[src/rtl/rv_periph_pkg.sv]
/*
  Shared constants for the peripheral subsystem: address map, register
  offsets and sizes. Modules take what they need by a wildcard import.
*/
package rv_periph_pkg;

  // Bus width for address and data
  localparam int XLEN = 32;

  // ========================================
  // Region select, address bits 31 to 24
  // ========================================
  localparam logic [7:0] SEL_CLINT = 8'h02;
  localparam logic [7:0] SEL_PLIC  = 8'h0C;
  localparam logic [7:0] SEL_UART  = 8'h10;
  localparam logic [7:0] SEL_DMEM  = 8'h80;

  // CLINT offsets, high words sit at +4
  localparam logic [15:0] CLINT_MSIP_OFF     = 16'h0000;
  localparam logic [15:0] CLINT_MTIMECMP_OFF = 16'h4000;
  localparam logic [15:0] CLINT_MTIME_OFF    = 16'hBFF8;

  // UART word register indices, taken from address bits 4 to 2
  localparam logic [2:0] UART_RBR_THR = 3'd0;
  localparam logic [2:0] UART_IER     = 3'd1;
  localparam logic [2:0] UART_LSR     = 3'd5;

  // Line status bit positions
  localparam int LSR_DR   = 0;
  localparam int LSR_THRE = 5;
  localparam int LSR_TEMT = 6;

  localparam int UART_FIFO_DEPTH = 4;

  // ========================================
  // PLIC, id 0 reserved, id 1 UART, 2 to 7 external
  // ========================================
  localparam int PLIC_SOURCES = 8;
  localparam int PLIC_PRIO_W  = 3;

  localparam logic [23:0] PLIC_PENDING_OFF = 24'h001000;
  localparam logic [23:0] PLIC_ENABLE_OFF  = 24'h002000;
  localparam logic [23:0] PLIC_THRESH_OFF  = 24'h200000;
  localparam logic [23:0] PLIC_CLAIM_OFF   = 24'h200004;

  localparam int DMEM_WORDS = 256;

endpackage

[src/rtl/plic.sv]
/*
  Reduced platform interrupt controller with one machine context.
  Level gateways set pending bits; claim picks the highest priority
  enabled source above threshold, lowest id on a tie.
*/
`timescale 1ns/1ps

module plic import rv_periph_pkg::*; (
  input  logic                    clk,
  input  logic                    reset,
  input  logic                    valid,
  input  logic                    we,
  input  logic [23:0]             addr,
  input  logic [XLEN-1:0]         wdata,
  output logic                    ready,
  output logic [XLEN-1:0]         rdata,
  input  logic [PLIC_SOURCES-1:0] irq_src,
  output logic                    meip
);

  localparam int ID_W = $clog2(PLIC_SOURCES);

  logic [PLIC_SOURCES-1:0][PLIC_PRIO_W-1:0] prio;
  logic [PLIC_SOURCES-1:0] pending;
  logic [PLIC_SOURCES-1:0] enable;
  logic [PLIC_SOURCES-1:0] in_service;
  logic [PLIC_PRIO_W-1:0]  threshold;
  logic [PLIC_PRIO_W-1:0]  best_prio;
  logic [ID_W-1:0]         best_id;
  logic                    access;
  logic                    prio_sel;

  assign access   = valid && ready;
  // Priority words fill the first 4 KiB, source n at 4n
  assign prio_sel = (addr[23:12] == '0);

  always_ff @(posedge clk) begin
    if (reset) begin
      ready <= 1'b0;
    end else begin
      ready <= valid && !ready;
    end
  end

  // ========================================
  // Candidate search
  // ========================================
  always_comb begin
    best_prio = threshold;
    best_id   = '0;
    // Strict compare keeps the lowest id among equal priorities
    for (int i = 1; i < PLIC_SOURCES; i++) begin
      if (pending[i] && enable[i] && (prio[i] > best_prio)) begin
        best_prio = prio[i];
        best_id   = ID_W'(i);
      end
    end
  end

  assign meip = (best_id != '0);

  // ========================================
  // Gateways, configuration, claim and complete
  // ========================================
  always_ff @(posedge clk) begin
    if (reset) begin
      prio       <= '0;
      pending    <= '0;
      enable     <= '0;
      in_service <= '0;
      threshold  <= '0;
    end else begin
      // Level source sets pending unless it is still in service
      for (int i = 1; i < PLIC_SOURCES; i++) begin
        if (irq_src[i] && !in_service[i]) pending[i] <= 1'b1;
      end
      if (access && we) begin
        if (prio_sel) begin
          prio[addr[ID_W+1:2]] <= wdata[PLIC_PRIO_W-1:0];
        end else if (addr == PLIC_ENABLE_OFF) begin
          enable <= wdata[PLIC_SOURCES-1:0];
        end else if (addr == PLIC_THRESH_OFF) begin
          threshold <= wdata[PLIC_PRIO_W-1:0];
        end else if (addr == PLIC_CLAIM_OFF) begin
          in_service[wdata[ID_W-1:0]] <= 1'b0;
        end
      end
      // Claim clears pending after the gateway update
      if (access && !we && (addr == PLIC_CLAIM_OFF) && meip) begin
        pending[best_id]    <= 1'b0;
        in_service[best_id] <= 1'b1;
      end
    end
  end

  // Read mux, pending is read only
  always_comb begin
    rdata = '0;
    if (prio_sel) begin
      rdata = XLEN'(prio[addr[ID_W+1:2]]);
    end else if (addr == PLIC_PENDING_OFF) begin
      rdata = XLEN'(pending);
    end else if (addr == PLIC_ENABLE_OFF) begin
      rdata = XLEN'(enable);
    end else if (addr == PLIC_THRESH_OFF) begin
      rdata = XLEN'(threshold);
    end else if (addr == PLIC_CLAIM_OFF) begin
      rdata = XLEN'(best_id);
    end
  end

endmodule

[config.mk]
export PLATFORM = sky130hd
export DESIGN_NAME = plic
export DESIGN_NICKNAME = d
export VERILOG_FILES = /design/src/rtl/rv_periph_pkg.sv /design/src/rtl/plic.sv
export SDC_FILE = /design/constraint.sdc
export NUM_CORES = 1
export LEC_CHECK = 0
export BUFFER_PORTS_ARGS = -buffer_cell sky130_fd_sc_hd__buf_4
export CAP_MARGIN = 20
export CORE_MARGIN = 8
export CORE_UTILIZATION = 39
export CTS_CLUSTER_SIZE = 16
export DETAILED_ROUTE_END_ITERATION = 10
export GPL_TIMING_DRIVEN = 0
export PLACE_DENSITY = 0.72
export SYNTH_ARGS = -nofsm -noshare
export SYNTH_HDL_FRONTEND = slang
export SYNTH_SLANG_ARGS = --single-unit
[constraint.sdc]
create_clock -name clk -period 29.6 [get_ports clk]
set_clock_uncertainty 0.2 [all_clocks]
set_input_delay 2.96 -clock clk [delete_from_list [all_inputs] [get_ports clk]]
set_output_delay 2.96 -clock clk [all_outputs]
set_load 0.05 [all_outputs]
==> flow_metrics.py <==
metrics = {
    "status": {
        "status": "finished, final reports clean",
    },
    "sta": {
        "fmax_mhz": 70.5,
        "post-route-period-util_pct": 47.9,
        "grt_setup_unrepaired": "false",
        "relSlewSlack_pct": 31.1,
        "drv_slew": 0,
        "min_period_ps": 14190,
        "finalHoldViolCount": 0,
        "fin_setup_tns_ps": 0,
        "final-setup-viol-count": 0,
        "tightest_slew_ps": 1020,
    },
    "power_and_ir_drop": {
        "leakage_nw": 1.80,
        "ir_drop_mv": 0.0171,
        "powerDensity_nw_per_um2": 29.9,
    },
    "critical_path": {
        "criticalPathCategory": "flip-flop to primary output",
        "critical_path.most_common_cell": "nor2_1",
        "slowest_stage": "dfxtp_1",
        "arrival_ps": 11030,
        "end_kind": "primary output",
        "cp.required_ps": 26440,
        "crit_path_max_incr_delay_ps": 480,
        "cp_max_fo": 10,
        "r2r_cells": 49,
        "cp-start-kind": "flip-flop",
    },
    "floorplan": {
        "pin_count": 102,
        "rows": 36,
        "floorplan.initialDensity_pct": 39.4,
        "fp.dieArea_um2": 13000,
        "die_w_um": 114,
        "die_h_um": 114,
        "core_um2": 9550,
    },
    "placement": {
        "dpl.hpwl_um": 8920,
        "gp_congestion": 0.884,
        "place_area_um2": 4380,
        "io_buffers": 49,
    },
    "global_route": {
        "grt_remaining_overflow": 0,
        "globalRouteMet1Util_pct": 21.2,
        "grt_most_used_layer": "met2",
        "grt_pass1_wl_um": 18000,
        "antenna_found_initial": 0,
        "grt_pass1_vias": 3628,
        "grt_usage_pct": 17.0,
        "grt.met2_usage_pct": 29.0,
        "grt_max_degree": 17,
        "grt_use_met3_pct": 2.74,
    },
    "yosys": {
        "synthArstFlopShare_pct": 0,
        "ys_warn_count": 0,
        "synth_flop_cell": "dfxtp_1",
        "ys_ff_latch": 51,
        "netlist_instances": 463,
        "ys_types": 72,
        "synth_edf_count": 0,
        "synth.avg_cell_area_um2": 8.13,
        "ys_seq_area_share_pct": 27.1,
        "syn_area_um2": 3760,
    },
    "cells_and_area": {
        "final_common_cell": "buf_4",
        "final_nets": 623,
        "stdcell_area_um2": 4480,
        "n_antenna_cell": 0,
        "area_delta_synth_final_pct": 19.1,
        "drive_gt1_share_pct": 21.4,
        "layout_common_cells": "buf_4 (73), nor2_1 (51), dfxtp_1 (51)",
        "fill_cells": 926,
    },
    "min_path": {
        "whs_path_depth": 1,
        "min_path_type": "flip-flop to flip-flop",
    },
    "clocking": {
        "cts_root_buf": "clkbuf_8",
        "cts_buffers": 5,
        "cts_setup_buffers": 0,
        "cts_tree": "yes",
        "path_clk_slew_ps": 100,
        "hold_buffers": 0,
        "cts.sinks": 51,
        "htree_levels": 2,
        "clock_latency_ps": 310,
        "cts_resized": 0,
        "cts_buffer_depth": 2,
    },
    "drt": {
        "drt-total-wl_um": 11200,
        "via_per_inst": 5.51,
        "ant_nets": 0,
        "first_pass_iters": 5,
        "via_count": 3725,
        "wl_per_cell_um": 16.6,
        "drc": 0,
        "drt_iter0_drc": 314,
    },
    "run": {
        "maxCapViolCount": 0,
    },
}
-- cell families after synthesis --
kind of cell / Yosys count / synth area share (%)
AO/OA/AOI/OAI: 112 / 22.1
adder cells (fa/ha/maj): 14 / 4.59
multiplexers: 34 / 11.1
other: 1 / 0.0997
AND/OR/NAND/NOR: 188 / 26.0
flip-flops: 51 / 27.1
buffers and inverters: 63 / 8.91
-- Yosys cell counts, types with 4 or more instances --
master    count  area share [%]
or3_1         6             1.0
and3_1        6             1.0
o21ai_1       5            0.67
nor3_1        7            0.93
a21oi_1      33             4.4
o211a_1       5             1.3
a22o_1        5             1.2
buf_4        24             4.8
nor2b_1      10             1.7
mux4_2        6             3.6
o21ai_0      15             2.0
inv_1        19             1.9
ha_1         13             4.3
nor2_1       51             5.1
mux2i_1      25             6.7
and2_1        5            0.83
nand3_1      30             4.0
dfxtp_1      51              27
a21o_1        5             1.0
clkbuf_1     16             1.6
nand3b_1      4            0.80
nand2_1      39             3.9
-- critical path: cells and delay by family (launching register included) --
family | cells | cell delay (ps)
flops | 1 | 480
mux | 2 | 600
fa+ha+maj | 7 | 1960
buf+inv | 3 | 390
simple gates | 14 | 2540
compound gates | 23 | 4710
-- routing by layer --
metal | vias to the layer above | share of wire, %
li1 | 1800 | -
met5 | - | 0
met2 | 166 | 49
met1 | 1743 | 42
met4 | 0 | 1.9
met3 | 16 | 6.7
-- state kept, by name (all words and copies together), names as in the netlist --
| signal | count |
|---|---|
| threshold | 3 |
| ready | 1 |
| in_service | 7 |
| enable | 8 |
| prio | 24 |
| pending | 8 |
-- stage by stage --
step	setup WS [ps]	hold slack [ps]	total power, mW	utilization (%)	std cells
2_1_floorplan	17340	229	0.0853	-	486
5_1_grt	14530	293	0.138	46.9	676
6_report	15410	272	0.134	46.9	676
4_1_cts	15510	273	0.134	46.9	676
3_3_place_gp	16090	249	0.0914	45.9	668
3_5_place_dp	15900	258	0.0917	45.9	668
-- power breakdown --
group	total (mW)	internal (mW)	leakage [nW]	switching, mW
Sequential	0.0705	0.0693	0.413	0.00115
Combinational	0.0199	0.00742	1.34	0.0125
Clock	0.0438	0.0191	0.0474	0.0246
Total	0.134	0.0959	1.80	0.0383
-- final timing paths --
| check | start | end | slack, ps |
|---|---|---|---|
| worst min register to register | pending[0] | pending[0] | 270 |
| worst max-delay path | threshold[2] | rdata[1] | 15410 |
| worst min-delay path | pending[0] | pending[0] | 270 |
| worst max register to register | threshold[2] | pending[1] | 18420 |
-- layout make-up --
type,instances,area (um2),share of cell area (%)
well taps,133,166,3.71
clock buffers,6,82.6,1.84
inverters,19,71.3,1.59
flip-flops and latches,51,1020,22.8
plain buffers,44,264,5.89
clock inverters,2,16.3,0.363
multi-input cells,372,2490,55.6
repair buffers,49,368,8.21
Power figures use the tool's default switching activity.
