**config.mk**
```make
export PLATFORM = sky130hd
export DESIGN_NAME = uart_16550
export DESIGN_NICKNAME = d
export VERILOG_FILES = /design/src/rtl/rv_periph_pkg.sv /design/src/rtl/uart_16550.sv
export SDC_FILE = /design/constraint.sdc
export NUM_CORES = 1
export LEC_CHECK = 0
export BUFFER_PORTS_ARGS = -buffer_cell sky130_fd_sc_hd__buf_2
export CAP_MARGIN = 30
export CORE_UTILIZATION = 40
export DETAILED_ROUTE_END_ITERATION = 7
export GPL_ROUTABILITY_DRIVEN = 0
export GPL_TIMING_DRIVEN = 0
export HOLD_SLACK_MARGIN = 0.06
export PLACE_DENSITY = 0.61
export SYNTH_ARGS = -nofsm -noshare
export SYNTH_HDL_FRONTEND = slang
export SYNTH_SLANG_ARGS = --single-unit
```
**constraint.sdc**
```tcl
create_clock -name clk -period 3.2 [get_ports clk]
set_clock_uncertainty 0.1 [all_clocks]
set_input_delay 0.96 -clock clk [delete_from_list [all_inputs] [get_ports clk]]
set_output_delay 0.96 -clock clk [all_outputs]
set_load 0.005 [all_outputs]
```
**src/rtl/rv_periph_pkg.sv**
```systemverilog
/*
  Shared constants for the peripheral subsystem: address map, register
  offsets and sizes. Modules take what they need by a wildcard import.
*/
package rv_periph_pkg;

  // Bus width for address and data
  localparam int XLEN = 32;

  // ========================================
  // Region select, address bits 31 to 24
  // ========================================
  localparam logic [7:0] SEL_CLINT = 8'h02;
  localparam logic [7:0] SEL_PLIC  = 8'h0C;
  localparam logic [7:0] SEL_UART  = 8'h10;
  localparam logic [7:0] SEL_DMEM  = 8'h80;

  // CLINT offsets, high words sit at +4
  localparam logic [15:0] CLINT_MSIP_OFF     = 16'h0000;
  localparam logic [15:0] CLINT_MTIMECMP_OFF = 16'h4000;
  localparam logic [15:0] CLINT_MTIME_OFF    = 16'hBFF8;

  // UART word register indices, taken from address bits 4 to 2
  localparam logic [2:0] UART_RBR_THR = 3'd0;
  localparam logic [2:0] UART_IER     = 3'd1;
  localparam logic [2:0] UART_LSR     = 3'd5;

  // Line status bit positions
  localparam int LSR_DR   = 0;
  localparam int LSR_THRE = 5;
  localparam int LSR_TEMT = 6;

  localparam int UART_FIFO_DEPTH = 4;

  // ========================================
  // PLIC, id 0 reserved, id 1 UART, 2 to 7 external
  // ========================================
  localparam int PLIC_SOURCES = 8;
  localparam int PLIC_PRIO_W  = 3;

  localparam logic [23:0] PLIC_PENDING_OFF = 24'h001000;
  localparam logic [23:0] PLIC_ENABLE_OFF  = 24'h002000;
  localparam logic [23:0] PLIC_THRESH_OFF  = 24'h200000;
  localparam logic [23:0] PLIC_CLAIM_OFF   = 24'h200004;

  localparam int DMEM_WORDS = 256;

endpackage

```
**src/rtl/uart_16550.sv**
```systemverilog
/*
  16550-style UART register block. THR writes feed a transmit FIFO that
  drains to the tx byte stream; the rx stream fills a receive FIFO that
  RBR reads pop. LSR and IER follow the usual bit layout.
*/
`timescale 1ns/1ps

module uart_16550 import rv_periph_pkg::*; (
  input  logic            clk,
  input  logic            reset,
  input  logic            valid,
  input  logic            we,
  input  logic [2:0]      addr,
  input  logic [XLEN-1:0] wdata,
  output logic            ready,
  output logic [XLEN-1:0] rdata,
  output logic            tx_valid,
  output logic [7:0]      tx_data,
  input  logic            tx_ready,
  input  logic            rx_valid,
  input  logic [7:0]      rx_data,
  output logic            rx_ready,
  output logic            irq
);

  localparam int PW = $clog2(UART_FIFO_DEPTH);

  // FIFO 0 is transmit, FIFO 1 is receive
  logic [7:0]    fifo_mem [2][UART_FIFO_DEPTH];
  logic [PW-1:0] wr_ptr [2];
  logic [PW-1:0] rd_ptr [2];
  logic [PW:0]   count [2];
  logic [7:0]    push_data [2];
  logic [1:0]    push;
  logic [1:0]    pop;
  logic [1:0]    full;
  logic [1:0]    empty;
  logic [1:0]    ier;
  logic          access;
  logic [7:0]    lsr;

  assign access = valid && ready;

  always_ff @(posedge clk) begin
    if (reset) begin
      ready <= 1'b0;
    end else begin
      ready <= valid && !ready;
    end
  end

  // ========================================
  // FIFO control
  // ========================================
  always_comb begin
    for (int i = 0; i < 2; i++) begin
      full[i]  = (count[i] == (PW+1)'(UART_FIFO_DEPTH));
      empty[i] = (count[i] == '0);
    end
    // THR write is dropped when the transmit FIFO is full
    push[0]      = access && we && (addr == UART_RBR_THR) && !full[0];
    push_data[0] = wdata[7:0];
    pop[0]       = tx_valid && tx_ready;
    push[1]      = rx_valid && rx_ready;
    push_data[1] = rx_data;
    pop[1]       = access && !we && (addr == UART_RBR_THR) && !empty[1];
  end

  always_ff @(posedge clk) begin
    if (reset) begin
      for (int i = 0; i < 2; i++) begin
        wr_ptr[i] <= '0;
        rd_ptr[i] <= '0;
        count[i]  <= '0;
      end
    end else begin
      for (int i = 0; i < 2; i++) begin
        if (push[i]) wr_ptr[i] <= wr_ptr[i] + 1'b1;
        if (pop[i]) rd_ptr[i] <= rd_ptr[i] + 1'b1;
        count[i] <= count[i] + (PW+1)'(push[i]) - (PW+1)'(pop[i]);
      end
    end
  end

  // Storage, no reset
  always_ff @(posedge clk) begin
    for (int i = 0; i < 2; i++) begin
      if (push[i]) fifo_mem[i][wr_ptr[i]] <= push_data[i];
    end
  end

  // Byte streams
  assign tx_valid = !empty[0];
  assign tx_data  = fifo_mem[0][rd_ptr[0]];
  assign rx_ready = !full[1];

  // ========================================
  // Registers and read mux
  // ========================================
  always_ff @(posedge clk) begin
    if (reset) begin
      ier <= '0;
    end else if (access && we && (addr == UART_IER)) begin
      ier <= wdata[1:0];
    end
  end

  always_comb begin
    lsr           = '0;
    lsr[LSR_DR]   = !empty[1];
    lsr[LSR_THRE] = !full[0];
    lsr[LSR_TEMT] = empty[0];
  end

  always_comb begin
    case (addr)
      // Empty RBR reads as zero
      UART_RBR_THR: rdata = empty[1] ? '0 : XLEN'(fifo_mem[1][rd_ptr[1]]);
      UART_IER:     rdata = XLEN'(ier);
      UART_LSR:     rdata = XLEN'(lsr);
      default:      rdata = '0;
    endcase
  end

  // Receive data waiting or transmitter empty
  assign irq = (ier[0] && !empty[1]) || (ier[1] && empty[0]);

endmodule

```
==> summary.txt <==
Drt
  • Antenna-violating nets left: 0
  • DRT iter0 DRCs: around 120
  • WL/cell: 14.6 um
  • Vias: 1970
  • Routed wire length: between 6000 and 7000 um
  • Vias per cell: 4.67
  • Drt drc: 0
  • DRT Pass-1 Iters: 4

Timing
  • Final setup vio count: 0
  • Pins Over Slew Limit: 0
  • Slew margin rel.: 59.7%
  • Setup TNS Final: 0 ns
  • Final hold vios: 0
  • Period utilization: a little over nine tenths
  • Peak Freq: 0.330 GHz
  • Unrepaired setup endpoints after global routing: no
  • Fin Hold WS: between 0.3 and 0.4 ns
  • Worst-Margin Slew: just over 0.6 ns
  • Min Tclk post-route: a little over 3 ns

Worst setup path
  • Largest stage delay on the critical path: ~0.39 ns
  • Critical Path AT: 1.97 ns
  • Worst-path maximum fanout: 10
  • Slowest CP cell: or3_1
  • CP Launch Type: flop
  • Worst R2R End: count[0][2]
  • R2R cell count: 10
  • Crit-path cells: or3_1 > clkbuf_1 > mux2_2 > a22o_1 > buf_2
  • Critical path capture point type: output port
  • Critical path class: reg2out
  • CP delay by family, top: simple AND/OR/NAND/NOR gates
  • FF-to-FF Start: ready
  • Buf/Inv on CP: 2
  • R2R setup slack: 0.75 ns
  • Data required, critical path: 2.14 ns

CTS
  • Longest Clk Path Bufs: 2
  • CTS Buf Count: 9
  • Hold Buf Count CTS: 0
  • Clock Latency Late Sink: between 0.3 and 0.4 ns
  • Root Driver: clkbuf_8
  • Clk pin slew, worst setup/hold paths: around 0.070 ns
  • H-tree levels: 3
  • Clock Sinks: 81
  • TritonCTS clock tree: built

Pwr
  • Switching pwr: between 0.6 and 0.7 mW
  • VDD IR max: 0.000246 V
  • Leakage power: ~1.7 nW
  • Logic pwr share: 18.9%
  • Clock Power Share: 32.5%
  • Pint: approximately 2.0 mW
  • Net Sw Frac: 24.4%
  • Pwr Density: ~610 mW/mm^2
  • Reg power frac: 48.5%

GRT
  • Overflow after GRT: 0
  • Global-route wire length before repair: slightly below 10000 um
  • Initial antenna violation count: 0
  • Vias in the first global route: ~1900
  • Largest net degree at the start of global routing: 14
  • Total Routing Usage GR: 13.6%

Final layout
  • Area Overhead vs Synth: 18.6%
  • Final-layout fill cell count: between 700 and 800
  • Ant. Diodes: 0
  • Nets: ~370
  • Layout cells sized above 1: 34.7%
  • Area of the multi-input gates: approximately 0.0011 mm^2
  • Reg area: approximately 0.0023 mm^2

Yosys
  • Post-synthesis mux area share: between 10 and 15%
  • Yosys top cell by area: edfxtp_1
  • Adder-cell share of the synthesized area: 5.20%
  • Post-synth EDFFs: between 70 and 80
  • Most common cell in the netlist: edfxtp_1
  • XOR/XNOR share of the synthesized area: 0.959%
  • Synthesized area per cell: approximately 16 um^2
  • Largest family of logic cells by synthesized area: multiplexers
  • Cells after synthesis: between 200 and 250
  • Count of warnings emitted by yosys: 0
  • Dominant synthesized flop cell: edfxtp_1
  • Post-Syn Area: 0.00365 mm^2
  • FF+latch count, synth: 81
  • Synth Area in Simple Gates: about 9.0%
  • Synth top area cells: edfxtp_1, mux4_2, dfxtp_1
  • Share of Yosys cell area claimed by the top area cell type: 59.2%
  • Post-synth top cells: edfxtp_1, buf_4, mux4_2, inv_1, ha_1
  • Async SR Flop Fraction: 0%
  • Sequential-to-total area share from yosys stat: 64.1%
  • Yosys cell types: 42
  • Compound-Gate Fraction of Synth Area: 2.33%

Placement
  • Port Buffers: 44
  • Post-DP HPWL: roughly 4400 um

Worst hold path
  • Hold Path End: ready
  • HP Class: reg2reg
  • Worst Hold Launch: ready
  • Hold Path Cell Cnt: 1

Floorplan
  • Row Count: 34
  • # IOs: 93
  • Starting Density: a little over two fifths
  • Die Area: 0.00952 mm^2
  • Die height: 97.6 um
  • Die width: between 90 and 100 um
  • Placeable Area: between 0.008 and 0.009 mm^2

Run status
  • Outcome: complete, no violations

Flow run
  • Max-Cap Viols: 0
metal layers:
layer | vias to the layer above | share of wire (%) | routed length [um] | GRT usage [%]
li1 | 967 | - | - | -
met1 | 937 | 45 | 2790 | 17.3
met2 | 58 | 48 | 2990 | 22.4
met3 | 8 | 4.8 | 296 | 3.24
met4 | 0 | 1.7 | 103 | 5.77
met5 | - | 0 | 0 | 0
cell type report:
type / instances / share of cell area, %
plain buffers: 33 / 5.17
clock buffers: 9 / 2.86
clock inverters: 6 / 2.48
inverters: 14 / 1.21
multi-input cells: 127 / 26.0
flip-flops and latches: 81 / 54.0
well taps: 108 / 3.12
repair buffers: 44 / 5.08
metrics by stage:
step	utilization [%]	cells	power [mW]	worst slack (ns)	area, um^2
after CTS	49.5	422	2.64	0.146	4330
after detailed placement	46.7	407	1.80	-0.262	4100
after floorplan	-	255	1.64	0.157	3740
after global routing	49.5	422	2.75	0.0778	4330
after global placement	46.7	407	1.78	-0.241	4100
final	49.5	422	2.62	0.168	4330
worst max path at each step:
stage | startpoint | endpoint | slack (ns) | cells past startpoint
CTS | count[0][4] | rdata[0] | 0.15 | 5
floorplan | addr[1] | count[0][2] | 0.16 | 10
finish | count[0][4] | rdata[0] | 0.17 | 5
detailed placement | addr[0] | count[0][5] | -0.26 | 11
global placement | addr[0] | count[0][5] | -0.24 | 11
global route | addr[1] | count[0][2] | 0.08 | 11
power groups by stage:
stage	Combinational (mW)	Clock [mW]	Sequential [mW]
finish	0.496	0.854	1.27
global route	0.558	0.905	1.28
CTS	0.504	0.866	1.27
detailed placement	0.501	0	1.30
global placement	0.491	0	1.29
floorplan	0.353	0	1.29
cells by family (layout without fill, tap and decap cells):
family	count (synthesis)	in the layout
AO/OA/AOI/OAI	11	11
XOR/XNOR	4	4
adder cells (fa/ha/maj)	14	14
buffers and inverters	47	106
flip-flops	81	81
multiplexers	19	19
other	1	24
AND/OR/NAND/NOR	55	55
what timing repair did:
| item | CTS | global route |
|---|---|---|
| setup endpoints to repair | 1 | 0 |
| buffers inserted | 0 | 0 |
| gates resized for setup | 1 | 0 |
cells in the final DEF, fill, tap and decap left out, drive strengths merged, types with 3 or more instances in the layout:
master,netlist,layout
mux4,16,16
nand2,3,3
buf,28,72
ha,12,12
conb,1,24
or2,3,3
nor2b,3,3
and3,9,9
nor3,8,8
and2,7,7
clkbuf,5,14
edfxtp,72,72
nand3,3,3
inv,14,14
nand2b,8,8
dfxtp,9,9
bufinv,0,3
nor2,4,4
sequential cells by signal (all words and copies together), names as in the netlist:
signal,count
ready,1
fifo_mem,64
ier,2
count,6
rd_ptr,4
wr_ptr,4
(Power assumes the default switching activity.)
