### config.mk
export PLATFORM = sky130hd
export DESIGN_NAME = periph_bus
export DESIGN_NICKNAME = d
export VERILOG_FILES = /design/src/rtl/rv_periph_pkg.sv /design/src/rtl/periph_bus.sv
export SDC_FILE = /design/constraint.sdc
export NUM_CORES = 1
export LEC_CHECK = 0
export ABC_AREA = 1
export BUFFER_PORTS_ARGS = -buffer_cell sky130_fd_sc_hd__buf_2
export CORE_AREA = 2 2 161 163
export CTS_BUF_LIST = sky130_fd_sc_hd__clkbuf_8
export CTS_CLUSTER_DIAMETER = 50
export DETAILED_ROUTE_END_ITERATION = 6
export DIE_AREA = 0 0 163 165
export SETUP_SLACK_MARGIN = 0.2
export SLEW_MARGIN = 0
export SYNTH_ARGS = -nofsm -noshare
export SYNTH_HDL_FRONTEND = slang
export SYNTH_SLANG_ARGS = --single-unit
### constraint.sdc
create_clock -name clk -period 1.07 [get_ports clk]
set_input_delay 0.214 -clock clk [delete_from_list [all_inputs] [get_ports clk]]
set_output_delay 0.214 -clock clk [all_outputs]
set_load 0.1 [all_outputs]
### src/rtl/rv_periph_pkg.sv
/*
  Shared constants for the peripheral subsystem: address map, register
  offsets and sizes. Modules take what they need by a wildcard import.
*/
package rv_periph_pkg;

  // Bus width for address and data
  localparam int XLEN = 32;

  // ========================================
  // Region select, address bits 31 to 24
  // ========================================
  localparam logic [7:0] SEL_CLINT = 8'h02;
  localparam logic [7:0] SEL_PLIC  = 8'h0C;
  localparam logic [7:0] SEL_UART  = 8'h10;
  localparam logic [7:0] SEL_DMEM  = 8'h80;

  // CLINT offsets, high words sit at +4
  localparam logic [15:0] CLINT_MSIP_OFF     = 16'h0000;
  localparam logic [15:0] CLINT_MTIMECMP_OFF = 16'h4000;
  localparam logic [15:0] CLINT_MTIME_OFF    = 16'hBFF8;

  // UART word register indices, taken from address bits 4 to 2
  localparam logic [2:0] UART_RBR_THR = 3'd0;
  localparam logic [2:0] UART_IER     = 3'd1;
  localparam logic [2:0] UART_LSR     = 3'd5;

  // Line status bit positions
  localparam int LSR_DR   = 0;
  localparam int LSR_THRE = 5;
  localparam int LSR_TEMT = 6;

  localparam int UART_FIFO_DEPTH = 4;

  // ========================================
  // PLIC, id 0 reserved, id 1 UART, 2 to 7 external
  // ========================================
  localparam int PLIC_SOURCES = 8;
  localparam int PLIC_PRIO_W  = 3;

  localparam logic [23:0] PLIC_PENDING_OFF = 24'h001000;
  localparam logic [23:0] PLIC_ENABLE_OFF  = 24'h002000;
  localparam logic [23:0] PLIC_THRESH_OFF  = 24'h200000;
  localparam logic [23:0] PLIC_CLAIM_OFF   = 24'h200004;

  localparam int DMEM_WORDS = 256;

endpackage

### src/rtl/periph_bus.sv
/*
  Single-master request bus. Decodes the top address byte to one of four
  targets, forwards only the offset, and returns the selected ready and
  read data. Unmapped requests are answered here.
*/
`timescale 1ns/1ps

module periph_bus import rv_periph_pkg::*; (
  input  logic            clk,
  input  logic            reset,
  // Master port
  input  logic            req_valid,
  input  logic            req_we,
  input  logic [XLEN-1:0] req_addr,
  input  logic [XLEN-1:0] req_wdata,
  output logic            req_ready,
  output logic [XLEN-1:0] req_rdata,
  // CLINT target
  output logic            clint_valid,
  output logic            clint_we,
  output logic [15:0]     clint_addr,
  output logic [XLEN-1:0] clint_wdata,
  input  logic            clint_ready,
  input  logic [XLEN-1:0] clint_rdata,
  // PLIC target
  output logic            plic_valid,
  output logic            plic_we,
  output logic [23:0]     plic_addr,
  output logic [XLEN-1:0] plic_wdata,
  input  logic            plic_ready,
  input  logic [XLEN-1:0] plic_rdata,
  // UART target
  output logic            uart_valid,
  output logic            uart_we,
  output logic [2:0]      uart_addr,
  output logic [XLEN-1:0] uart_wdata,
  input  logic            uart_ready,
  input  logic [XLEN-1:0] uart_rdata,
  // DMEM target
  output logic            dmem_valid,
  output logic            dmem_we,
  output logic [7:0]      dmem_addr,
  output logic [XLEN-1:0] dmem_wdata,
  input  logic            dmem_ready,
  input  logic [XLEN-1:0] dmem_rdata
);

  logic hit_clint;
  logic hit_plic;
  logic hit_uart;
  logic hit_dmem;
  logic none_ready;

  // ========================================
  // Address decode, one select for both directions
  // ========================================
  always_comb begin
    hit_clint = 1'b0;
    hit_plic  = 1'b0;
    hit_uart  = 1'b0;
    hit_dmem  = 1'b0;
    case (req_addr[31:24])
      SEL_CLINT: hit_clint = 1'b1;
      SEL_PLIC:  hit_plic  = 1'b1;
      SEL_UART:  hit_uart  = 1'b1;
      SEL_DMEM:  hit_dmem  = 1'b1;
      default: ;
    endcase
  end

  assign clint_valid = req_valid && hit_clint;
  assign plic_valid  = req_valid && hit_plic;
  assign uart_valid  = req_valid && hit_uart;
  assign dmem_valid  = req_valid && hit_dmem;

  // Offsets only, the region byte is dropped
  assign clint_addr = req_addr[15:0];
  assign plic_addr  = req_addr[23:0];
  assign uart_addr  = req_addr[4:2];
  assign dmem_addr  = req_addr[9:2];

  assign clint_we = req_we;
  assign plic_we  = req_we;
  assign uart_we  = req_we;
  assign dmem_we  = req_we;

  assign clint_wdata = req_wdata;
  assign plic_wdata  = req_wdata;
  assign uart_wdata  = req_wdata;
  assign dmem_wdata  = req_wdata;

  // Unmapped access gets the same one-wait-cycle ready as a target
  always_ff @(posedge clk) begin
    if (reset) begin
      none_ready <= 1'b0;
    end else begin
      none_ready <= req_valid && !(hit_clint || hit_plic || hit_uart || hit_dmem)
                    && !none_ready;
    end
  end

  // ========================================
  // Response return
  // ========================================
  always_comb begin
    req_ready = none_ready;
    req_rdata = '0;
    if (hit_clint) begin
      req_ready = clint_ready;
      req_rdata = clint_rdata;
    end else if (hit_plic) begin
      req_ready = plic_ready;
      req_rdata = plic_rdata;
    end else if (hit_uart) begin
      req_ready = uart_ready;
      req_rdata = uart_rdata;
    end else if (hit_dmem) begin
      req_ready = dmem_ready;
      req_rdata = dmem_rdata;
    end
  end

endmodule

==> qor.txt, run 1 <==
status -> finished, violations left
violated checks -> setup timing
DR iter-0 viols -> 95
total wire length -> 12.3 mm
Area after DPL -> 3330 um2
fillers -> 2,828
Max FO, Critical Path -> 8
vias per cell -> 3.46
most flop-heavy register -> none_ready
Sw Ratio -> 46.8%
Max VDD drop -> 122 uV
post-route ant nets -> 0
max FFs per register -> 1
CP startpoint -> req_addr[25]
top cells by area, synth -> buf_4, nand2_1, nand4_1
post-placement setup slack -> -595 ps
#FFs+latches synth -> 1
clock skew -> 0 ps
footprint of the multi-input gates -> 1190 um2
die area -> 26,900 um2
Avg Cell Area, Syn -> 6.06 um2
sequential area share after synthesis -> 0.798%
Die Span X -> 163 um
CP Capture Type -> primary output
largest net degree at the start of global routing -> 19
hold wc startpoint -> req_addr[17]
startpoint types -> primary input
Period Utilization, post-route -> 157%
# rows -> 58
Final Cell Area -> 3840 um2
Mapped Cells -> 414
Initial Util -> 10.0%
R2R depth -> 2
warnings from Yosys -> 0
Reg-to-Reg End -> none_ready$_SDFF_PP0_
Worst-Skew Late Latency -> 0 ps
unrepaired setup endpoints after global routing -> true
main flop type after synthesis -> dfxtp_1
core footprint -> 25,000 um2
# DRC -> 0
Placer Congestion -> 0.711
initial antenna violation count -> 2
Setup violations, final -> 38
final critical-path required period -> 1680 ps
FF/Latch Area -> 20.0 um2
synth cell count leaders -> buf_4, nand2_1, nand3_1, nand4_1, nor2_1
Cell variety after synth -> 17
drt first pass iters -> 4
nets -> 633
final hold vios -> 0
WP data arrival -> 1470 ps
die span in y -> 165 um
number of synthesized flops with an enable pin -> 0
total grt overflow -> 0
Synth area leader -> buf_4
global-route wire length before repair -> 15.9 mm
FFs w/ async S/R, synth -> 0%
Synth top area share -> 56.6%
All-Layer GR Usage -> 8.06%
area growth from synthesis to layout -> 53.3%
min-delay worst type -> in -> out
fmax -> 594 MHz
worst-margin pin slew -> 205 ps
slew margin rel. -> 86.3%
share of post-route cells with drive strength above 1 -> 67.1%
Avg WL per Cell -> 16.2 um
setup ws final -> -614 ps
diode count -> 0
hpwl dp -> 8.97 mm
Reg-to-Reg Start -> none_ready$_SDFF_PP0_
net count after synthesis -> 614
Crit path required time -> 860 ps
I/O pins -> 420
power density over cell area -> 187 nW/um2
Max Slew Vio Count -> 0
vias in the first global route -> 2,570
flop-to-flop setup slack -> 460 ps
CP Capture Point -> req_rdata[19]
most common cell in the netlist -> buf_4
Crit Path Class -> in -> out
P_sw -> 0.335 mW
total leakage power -> 1.68 nW
Comb pwr share -> 94.3%
port bufs -> 179
Seq pwr share -> 5.7%
clock share of power -> 0%
number of max-cap violations -> 0
internal power -> 0.382 mW
Cell Area, Synth -> 2510 um2
DR vias -> 2,630
Largest regs -> none_ready: 1 flops
worst min-delay path by stage:
stage                       endpoint  slack [ps]  depth (start not counted)
2_1_floorplan  none_ready$_SDFF_PP0_         490                          3
3_3_place_gp           plic_addr[18]         430                          0
3_5_place_dp           plic_addr[18]         430                          0
4_1_cts                plic_addr[18]         430                          0
5_1_grt                plic_addr[17]         430                          0
6_report               plic_addr[17]         430                          0
critical path, stage by stage:
cell	delay, ps
buf_12	110
nor2_4	150
nand3_2	110
nor2_4	140
buf_12	140
buf_12	140
nand2_2	60
nand4_1	180
buf_12	200
power groups by stage:
stage,clock network [mW],logic (mW),registers [mW]
after CTS,0,0.652,0.0412
after global routing,0,0.720,0.0418
after detailed placement,0,0.606,0.0412
after floorplan,0,3.42,0.0411
final,0,0.676,0.0412
after global placement,0,0.602,0.0413
cell usage in the layout (no fill, tap or decap), drive strengths merged:
cell | Yosys | layout
a21oi | 1 | 1
and3b | 1 | 1
buf | 198 | 213
clkbuf | 0 | 2
clkinv | 0 | 2
dfxtp | 1 | 1
inv | 12 | 10
nand2 | 110 | 110
nand3 | 37 | 37
nand4 | 33 | 33
nor2 | 21 | 21
logic make-up after synthesis:
logic type             Yosys count  share of synthesized area [%]
and+or+nand+nor                202                           37.9
DFF                              1                          0.798
AOI/OAI and AO/OA                1                          0.199
buffers and inverters          210                           61.1
what timing repair did:
| action | 4_1_cts | 5_1_grt |
|---|---|---|
| buffers inserted | 6 | 2 |
| pin swaps | 12 | 21 |
| gates cloned | 6 | 2 |
| endpoints found under the setup margin | 38 | 38 |
| hold buffers | 0 | 0 |
| resized for setup | 47 | 28 |
| endpoints found under the hold margin | 0 | 0 |
final cells by class:
class | instances | area share, %
Timing Repair Buffer | 215 | 55.2
Multi-Input combinational cell | 203 | 31.0
Tap cell | 330 | 10.7
Inverter | 12 | 2.60
Sequential cell | 1 | 0.521
through the flow:
stage / util (%) / power, mW / hold WS [ps] / instances / setup TNS, ps
finish: 15.4 / 0.717 / 428 / 761 / -20050
global route: 15.4 / 0.762 / 428 / 761 / -22220
CTS: 14.7 / 0.693 / 429 / 757 / -19480
detailed placement: 13.3 / 0.647 / 429 / 745 / -20480
global placement: 13.3 / 0.643 / 429 / 745 / -19740
floorplan: - / 3.46 / 490 / 414 / -23780
metal layers:
metal / up-vias / GRT usage (%) / wire length [um]
met5: - / 0 / 24
met4: 4 / 4.91 / 808
met3: 85 / 2.56 / 1350
met2: 201 / 14.0 / 5770
met1: 1157 / 8.55 / 4350
li1: 1183 / - / -
Power figures use the tool's default switching activity.
==> run 2, diff against run 1 <==
- CAP_MARGIN: default -> 20
- MAX_ROUTING_LAYER: default -> met4
==> qor.txt, run 2 (same netlist as run 1, synthesis figures left out) <==
clock share of power -> 0% (unchanged)
nets -> 633 (unchanged)
min-delay worst type -> in -> out
total wire length -> 12.3 mm (about the same)
status -> finished, violations left
# rows -> 58 (unchanged)
post-route ant nets -> 0 (unchanged)
Die Span X -> 163 um (unchanged)
Critical Path Max Stage Delay -> 200 ps (about the same)
Worst-Skew Late Latency -> 0 ps (unchanged)
Initial Util -> 10.0% (unchanged)
Avg WL per Cell -> 16.2 um (about the same)
Period Utilization, post-route -> 157% (-0.30 points)
Sw Ratio -> 46.8% (about the same)
CP startpoint -> req_addr[25]
global-route wire length before repair -> 15.9 mm (unchanged)
P_sw -> 0.336 mW (about the same)
Max Slew Vio Count -> 0 (unchanged)
Reg-to-Reg Start -> none_ready$_SDFF_PP0_
most flop-heavy register -> none_ready
setup ws final -> -610 ps (+3.20 ps)
die span in y -> 165 um (unchanged)
core footprint -> 25,000 um2 (unchanged)
final hold vios -> 0 (unchanged)
Hold Buf Count CTS -> 0 (unchanged)
Seq pwr share -> 5.7% (about the same)
Comb pwr share -> 94.3% (about the same)
WP data arrival -> 1470 ps (about the same)
die area -> 26,900 um2 (unchanged)
DR vias -> 2,622 (-0.30%)
unrepaired setup endpoints after global routing -> true
area growth from synthesis to layout -> 53.4% (about the same)
Fin Hold WS -> 428 ps (unchanged)
power density over cell area -> 186 nW/um2 (about the same)
CP Capture Type -> primary output
DR iter-0 viols -> 101 (+6.3%)
violated checks -> setup timing
internal power -> 0.382 mW (about the same)
Setup violations, final -> 38 (unchanged)
R2R depth -> 2 (unchanged)
most frequent cells in the layout -> buf_2, nand2_1, buf_12
share of post-route cells with drive strength above 1 -> 67.1% (unchanged)
Placer Congestion -> 0.719 (+1.1%)
drt first pass iters -> 4 (unchanged)
Worst path top cell family by delay -> simple AND/OR/NAND/NOR gates
hold wc startpoint -> req_addr[17]
# DRC -> 0 (unchanged)
hpwl dp -> 8.97 mm (unchanged)
fmax -> 595 MHz (+0.19%)
vias in the first global route -> 2,570 (unchanged)
Hold EP -> plic_addr[17]
Most Frequent Cell on Critical Path -> buf_12
Final TNS setup -> -19,960 ps (+93.1 ps)
flop-to-flop setup slack -> 460 ps (about the same)
Max FO, Critical Path -> 8 (unchanged)
CP Cell Sequence -> buf_12, nor2_4, nand3_2, nor2_4, buf_12, buf_12, nand2_2, nand4_1, buf_12
worst-margin pin slew -> 205 ps (+0.279 ps)
clock skew -> 0 ps (unchanged)
final critical-path required period -> 1680 ps (-3.20 ps)
Hold Crit Depth -> 0 (unchanged)
port bufs -> 179 (unchanged)
total grt overflow -> 0 (unchanged)
Crit Path Class -> in -> out
FF/Latch Area -> 20.0 um2 (unchanged)
slew margin rel. -> 86.3% (about the same)
Max VDD drop -> 122 uV (about the same)
largest net degree at the start of global routing -> 19 (unchanged)
number of max-cap violations -> 0 (unchanged)
total leakage power -> 1.68 nW (about the same)
Reg-to-Reg End -> none_ready$_SDFF_PP0_
commonest non-fill, non-tap cell in the layout -> buf_2
I/O pins -> 420 (unchanged)
Crit path required time -> 860 ps (about the same)
crit path max-delay cell type -> buf_12
startpoint types -> primary input
Largest regs -> none_ready: 1 flops
fillers -> 2,828 (unchanged)
footprint of the multi-input gates -> 1190 um2 (unchanged)
initial antenna violation count -> 2 (unchanged)
max FFs per register -> 1 (unchanged)
All-Layer GR Usage -> 8.29% (+0.23 points)
Post-Route Utilization -> 15.4% (about the same)
vias per cell -> 3.44 (-0.44%)
buffers plus inverters on the worst setup path -> 4 (unchanged)
-- run 2: cell types whose count changed in the layout (fill, tap and decap cells not counted), sizes merged --
cell / before / now
diode: 0 / 1
-- run 2: layout make-up --
type | count | area share (%)
Inverter | 12 | 2.60
Antenna cell | 1 | 0.0650
Multi-Input combinational cell | 203 | 31.0
Tap cell | 330 | 10.7
Timing Repair Buffer | 215 | 55.1
Sequential cell | 1 | 0.520
-- run 2: power by group through the flow --
stage | Combinational, mW | Clock, mW | Sequential, mW
after floorplan | 3.42 | 0 | 0.0411
after global routing | 0.720 | 0.000000125 | 0.0418
final | 0.676 | 0.000000125 | 0.0412
after CTS | 0.652 | 0 | 0.0412
after global placement | 0.602 | 0 | 0.0413
after detailed placement | 0.606 | 0 | 0.0412
-- run 2: how the worst max path moves through the flow --
stage                         end  slack [ps]  depth (start not counted)
CTS                 req_rdata[10]        -580                          9
detailed placement  req_rdata[19]        -600                          8
floorplan           req_rdata[10]        -720                          6
finish              req_rdata[19]        -610                          9
global placement    req_rdata[19]        -580                          8
global route        req_rdata[19]        -660                          9
-- run 2: what timing repair did --
item,in CTS,in global routing
setup buffers,6,2
setup endpoints to repair,38,38
gates cloned,6,2
resized for setup,47,28
pin swaps,12,21
-- run 2: stage by stage --
stage	std cells	total power [mW]	cell area (um2)	setup WS [ps]
2_1_floorplan	414	3.46	2670	-716
3_3_place_gp	745	0.643	3330	-581
3_5_place_dp	745	0.647	3330	-595
4_1_cts	757	0.693	3680	-581
5_1_grt	762	0.762	3850	-664
6_report	762	0.718	3850	-610
-- run 2: worst register-to-register path, cell delays in order, from the launching register on --
cell and delay, ps:
dfxtp_1 300, nor2_1 40, and3b_1 150
-- run 2: routing by layer --
layer | vias up | GRT usage, % | routed length [um]
li1 | 1186 | - | -
met1 | 1145 | 8.66 | 4270
met2 | 204 | 14.0 | 5720
met3 | 87 | 2.39 | 1470
met4 | 0 | 4.91 | 862
met5 | - | - | 0
==> run 3, diff against run 2 <==
- CORE_AREA: 2 2 161 163 -> 3 3 162 164
- DIE_AREA: 0 0 163 165 -> 0 0 165 167
==> qor.txt, run 3 (same netlist as run 1, synthesis figures left out) <==
Crit path required time -> 860 ps (about the same)
drt first pass iters -> 4 (unchanged)
total leakage power -> 1.55 nW (-7.7%)
number of max-cap violations -> 0 (unchanged)
Max VDD drop -> 170 uV (+40%)
number of cells on the critical path -> 8 (-1)
Power Total -> 0.698 mW (-2.7%)
hold wc startpoint -> req_we
Largest regs -> none_ready: 1 flops
violated checks -> setup timing
min-delay worst type -> in -> out
die area -> 27,600 um2 (+2.5%)
Avg WL per Cell -> 14.8 um (-8.6%)
Crit Path Class -> in -> out
Placed Cells -> 747 (+0.27%)
status -> finished, violations left
I/O pins -> 420 (unchanged)
vias in the first global route -> 2,590 (+0.78%)
most frequent cells in the layout -> buf_2, nand2_1, buf_12
slew margin rel. -> 85.8% (-0.53 points)
final hold vios -> 0 (unchanged)
Placer Congestion -> 0.694 (-3.6%)
worst-margin pin slew -> 213 ps (+8.02 ps)
DR vias -> 2,505 (-4.5%)
share of post-route cells with drive strength above 1 -> 63.2% (-3.8 points)
All-Layer GR Usage -> 7.57% (-0.72 points)
Worst path top cell family by delay -> simple AND/OR/NAND/NOR gates
unrepaired setup endpoints after global routing -> true
flop-to-flop setup slack -> 440 ps (-20 ps)
Max FO, Critical Path -> 19 (+11)
setup ws final -> -567 ps (+43.4 ps)
Critical Path Max Stage Delay -> 200 ps (about the same)
total wire length -> 11.2 mm (-9.2%)
R2R depth -> 2 (unchanged)
Die Span X -> 165 um (+1.2%)
crit path max-delay cell type -> buf_12
post-placement setup slack -> -680 ps (-85.3 ps)
Reg-to-Reg Start -> none_ready$_SDFF_PP0_
Setup violations, final -> 38 (unchanged)
die span in y -> 167 um (+1.2%)
WP data arrival -> 1420 ps (-50 ps)
largest net degree at the start of global routing -> 20 (+1)
CP Capture Type -> primary output
Reg-to-Reg End -> none_ready$_SDFF_PP0_
initial antenna violation count -> 3 (+1)
fmax -> 611 MHz (+2.7%)
non-filler cells, final -> 757 (-0.66%)
Period Utilization, post-route -> 153% (-4.1 points)
CP Capture Point -> req_rdata[16]
most flop-heavy register -> none_ready
clock skew -> 0 ps (unchanged)
Worst-Skew Late Latency -> 0 ps (unchanged)
final critical-path required period -> 1640 ps (-43.4 ps)
global-route wire length before repair -> 15.3 mm (-3.9%)
Post-Route Utilization -> 14.3% (-1.1 points)
Initial Util -> 10.0% (unchanged)
port bufs -> 179 (unchanged)
total grt overflow -> 0 (unchanged)
CP Cell Sequence -> buf_8, nor2_4, nand3_2, nor2_4, buf_12, nand2_1, nand4_1, buf_12
post-route ant nets -> 0 (unchanged)
core footprint -> 25,000 um2 (unchanged)
DR iter-0 viols -> 72 (-29%)
max FFs per register -> 1 (unchanged)
commonest non-fill, non-tap cell in the layout -> buf_2
area growth from synthesis to layout -> 42.4%
Max Slew Vio Count -> 0 (unchanged)
hpwl dp -> 9.65 mm (+7.5%)
# DRC -> 0 (unchanged)
startpoint types -> primary input
vias per cell -> 3.31 (-3.8%)
power density over cell area -> 195 nW/um2 (+4.8%)
buffers plus inverters on the worst setup path -> 3 (-1)
# rows -> 58 (unchanged)
CP startpoint -> req_addr[25]
nets -> 626 (-1.1%)
-- run 3: timing repair --
item                       in CTS  in global routing
hold buffers                    0                  0
setup buffers                   3                  3
pin swaps                       7                  7
cloned                          1                  0
setup endpoints to repair      38                 38
gates resized for setup        51                 11
-- run 3: layer usage --
layer | up-vias | track usage, % | wire length [um]
li1 | 1166 | - | -
met1 | 1077 | 6.94 | 3660
met2 | 190 | 13.2 | 5530
met3 | 72 | 2.39 | 1140
met4 | 0 | 5.14 | 839
met5 | - | - | 0
-- run 3: cell type report --
class	count	area, um2
Tap cell	330	413
Timing Repair Buffer	208	1890
Inverter	12	103
Multi-Input combinational cell	203	1140
Sequential cell	1	20.0
Antenna cell	3	7.51
Fill cell	2889	21500
-- run 3: through the flow --
stage | setup TNS (ps) | hold WS, ps | instance area [um2]
after floorplan | -23780 | 490 | 2670
after global placement | -21660 | 429 | 3290
after detailed placement | -22220 | 429 | 3290
after CTS | -19570 | 429 | 3510
after global routing | -21390 | 428 | 3570
final | -18990 | 428 | 3570
-- run 3: power by group --
part / total (mW) / internal, mW / switching, mW / leakage, nW
clock network: 0.000000375 / 0.000000375 / 0 / 0.0000190
registers: 0.0414 / 0.0403 / 0.00108 / 0.00829
logic: 0.657 / 0.334 / 0.323 / 1.54
total: 0.698 / 0.374 / 0.324 / 1.55
-- run 3: worst register-to-register path, cell delays in order (launching register included) --
cell     delay, ps
dfxtp_1        310
nor2_1          40
and3b_1        160
-- run 3: how the worst min path moves through the flow --
stage | cells after the start | slack (ps) | endpoint
final | 0 | 430 | dmem_we
after global routing | 0 | 430 | plic_addr[0]
after CTS | 0 | 430 | plic_addr[18]
after detailed placement | 0 | 430 | plic_addr[18]
after global placement | 0 | 430 | plic_addr[18]
after floorplan | 3 | 490 | none_ready$_SDFF_PP0_
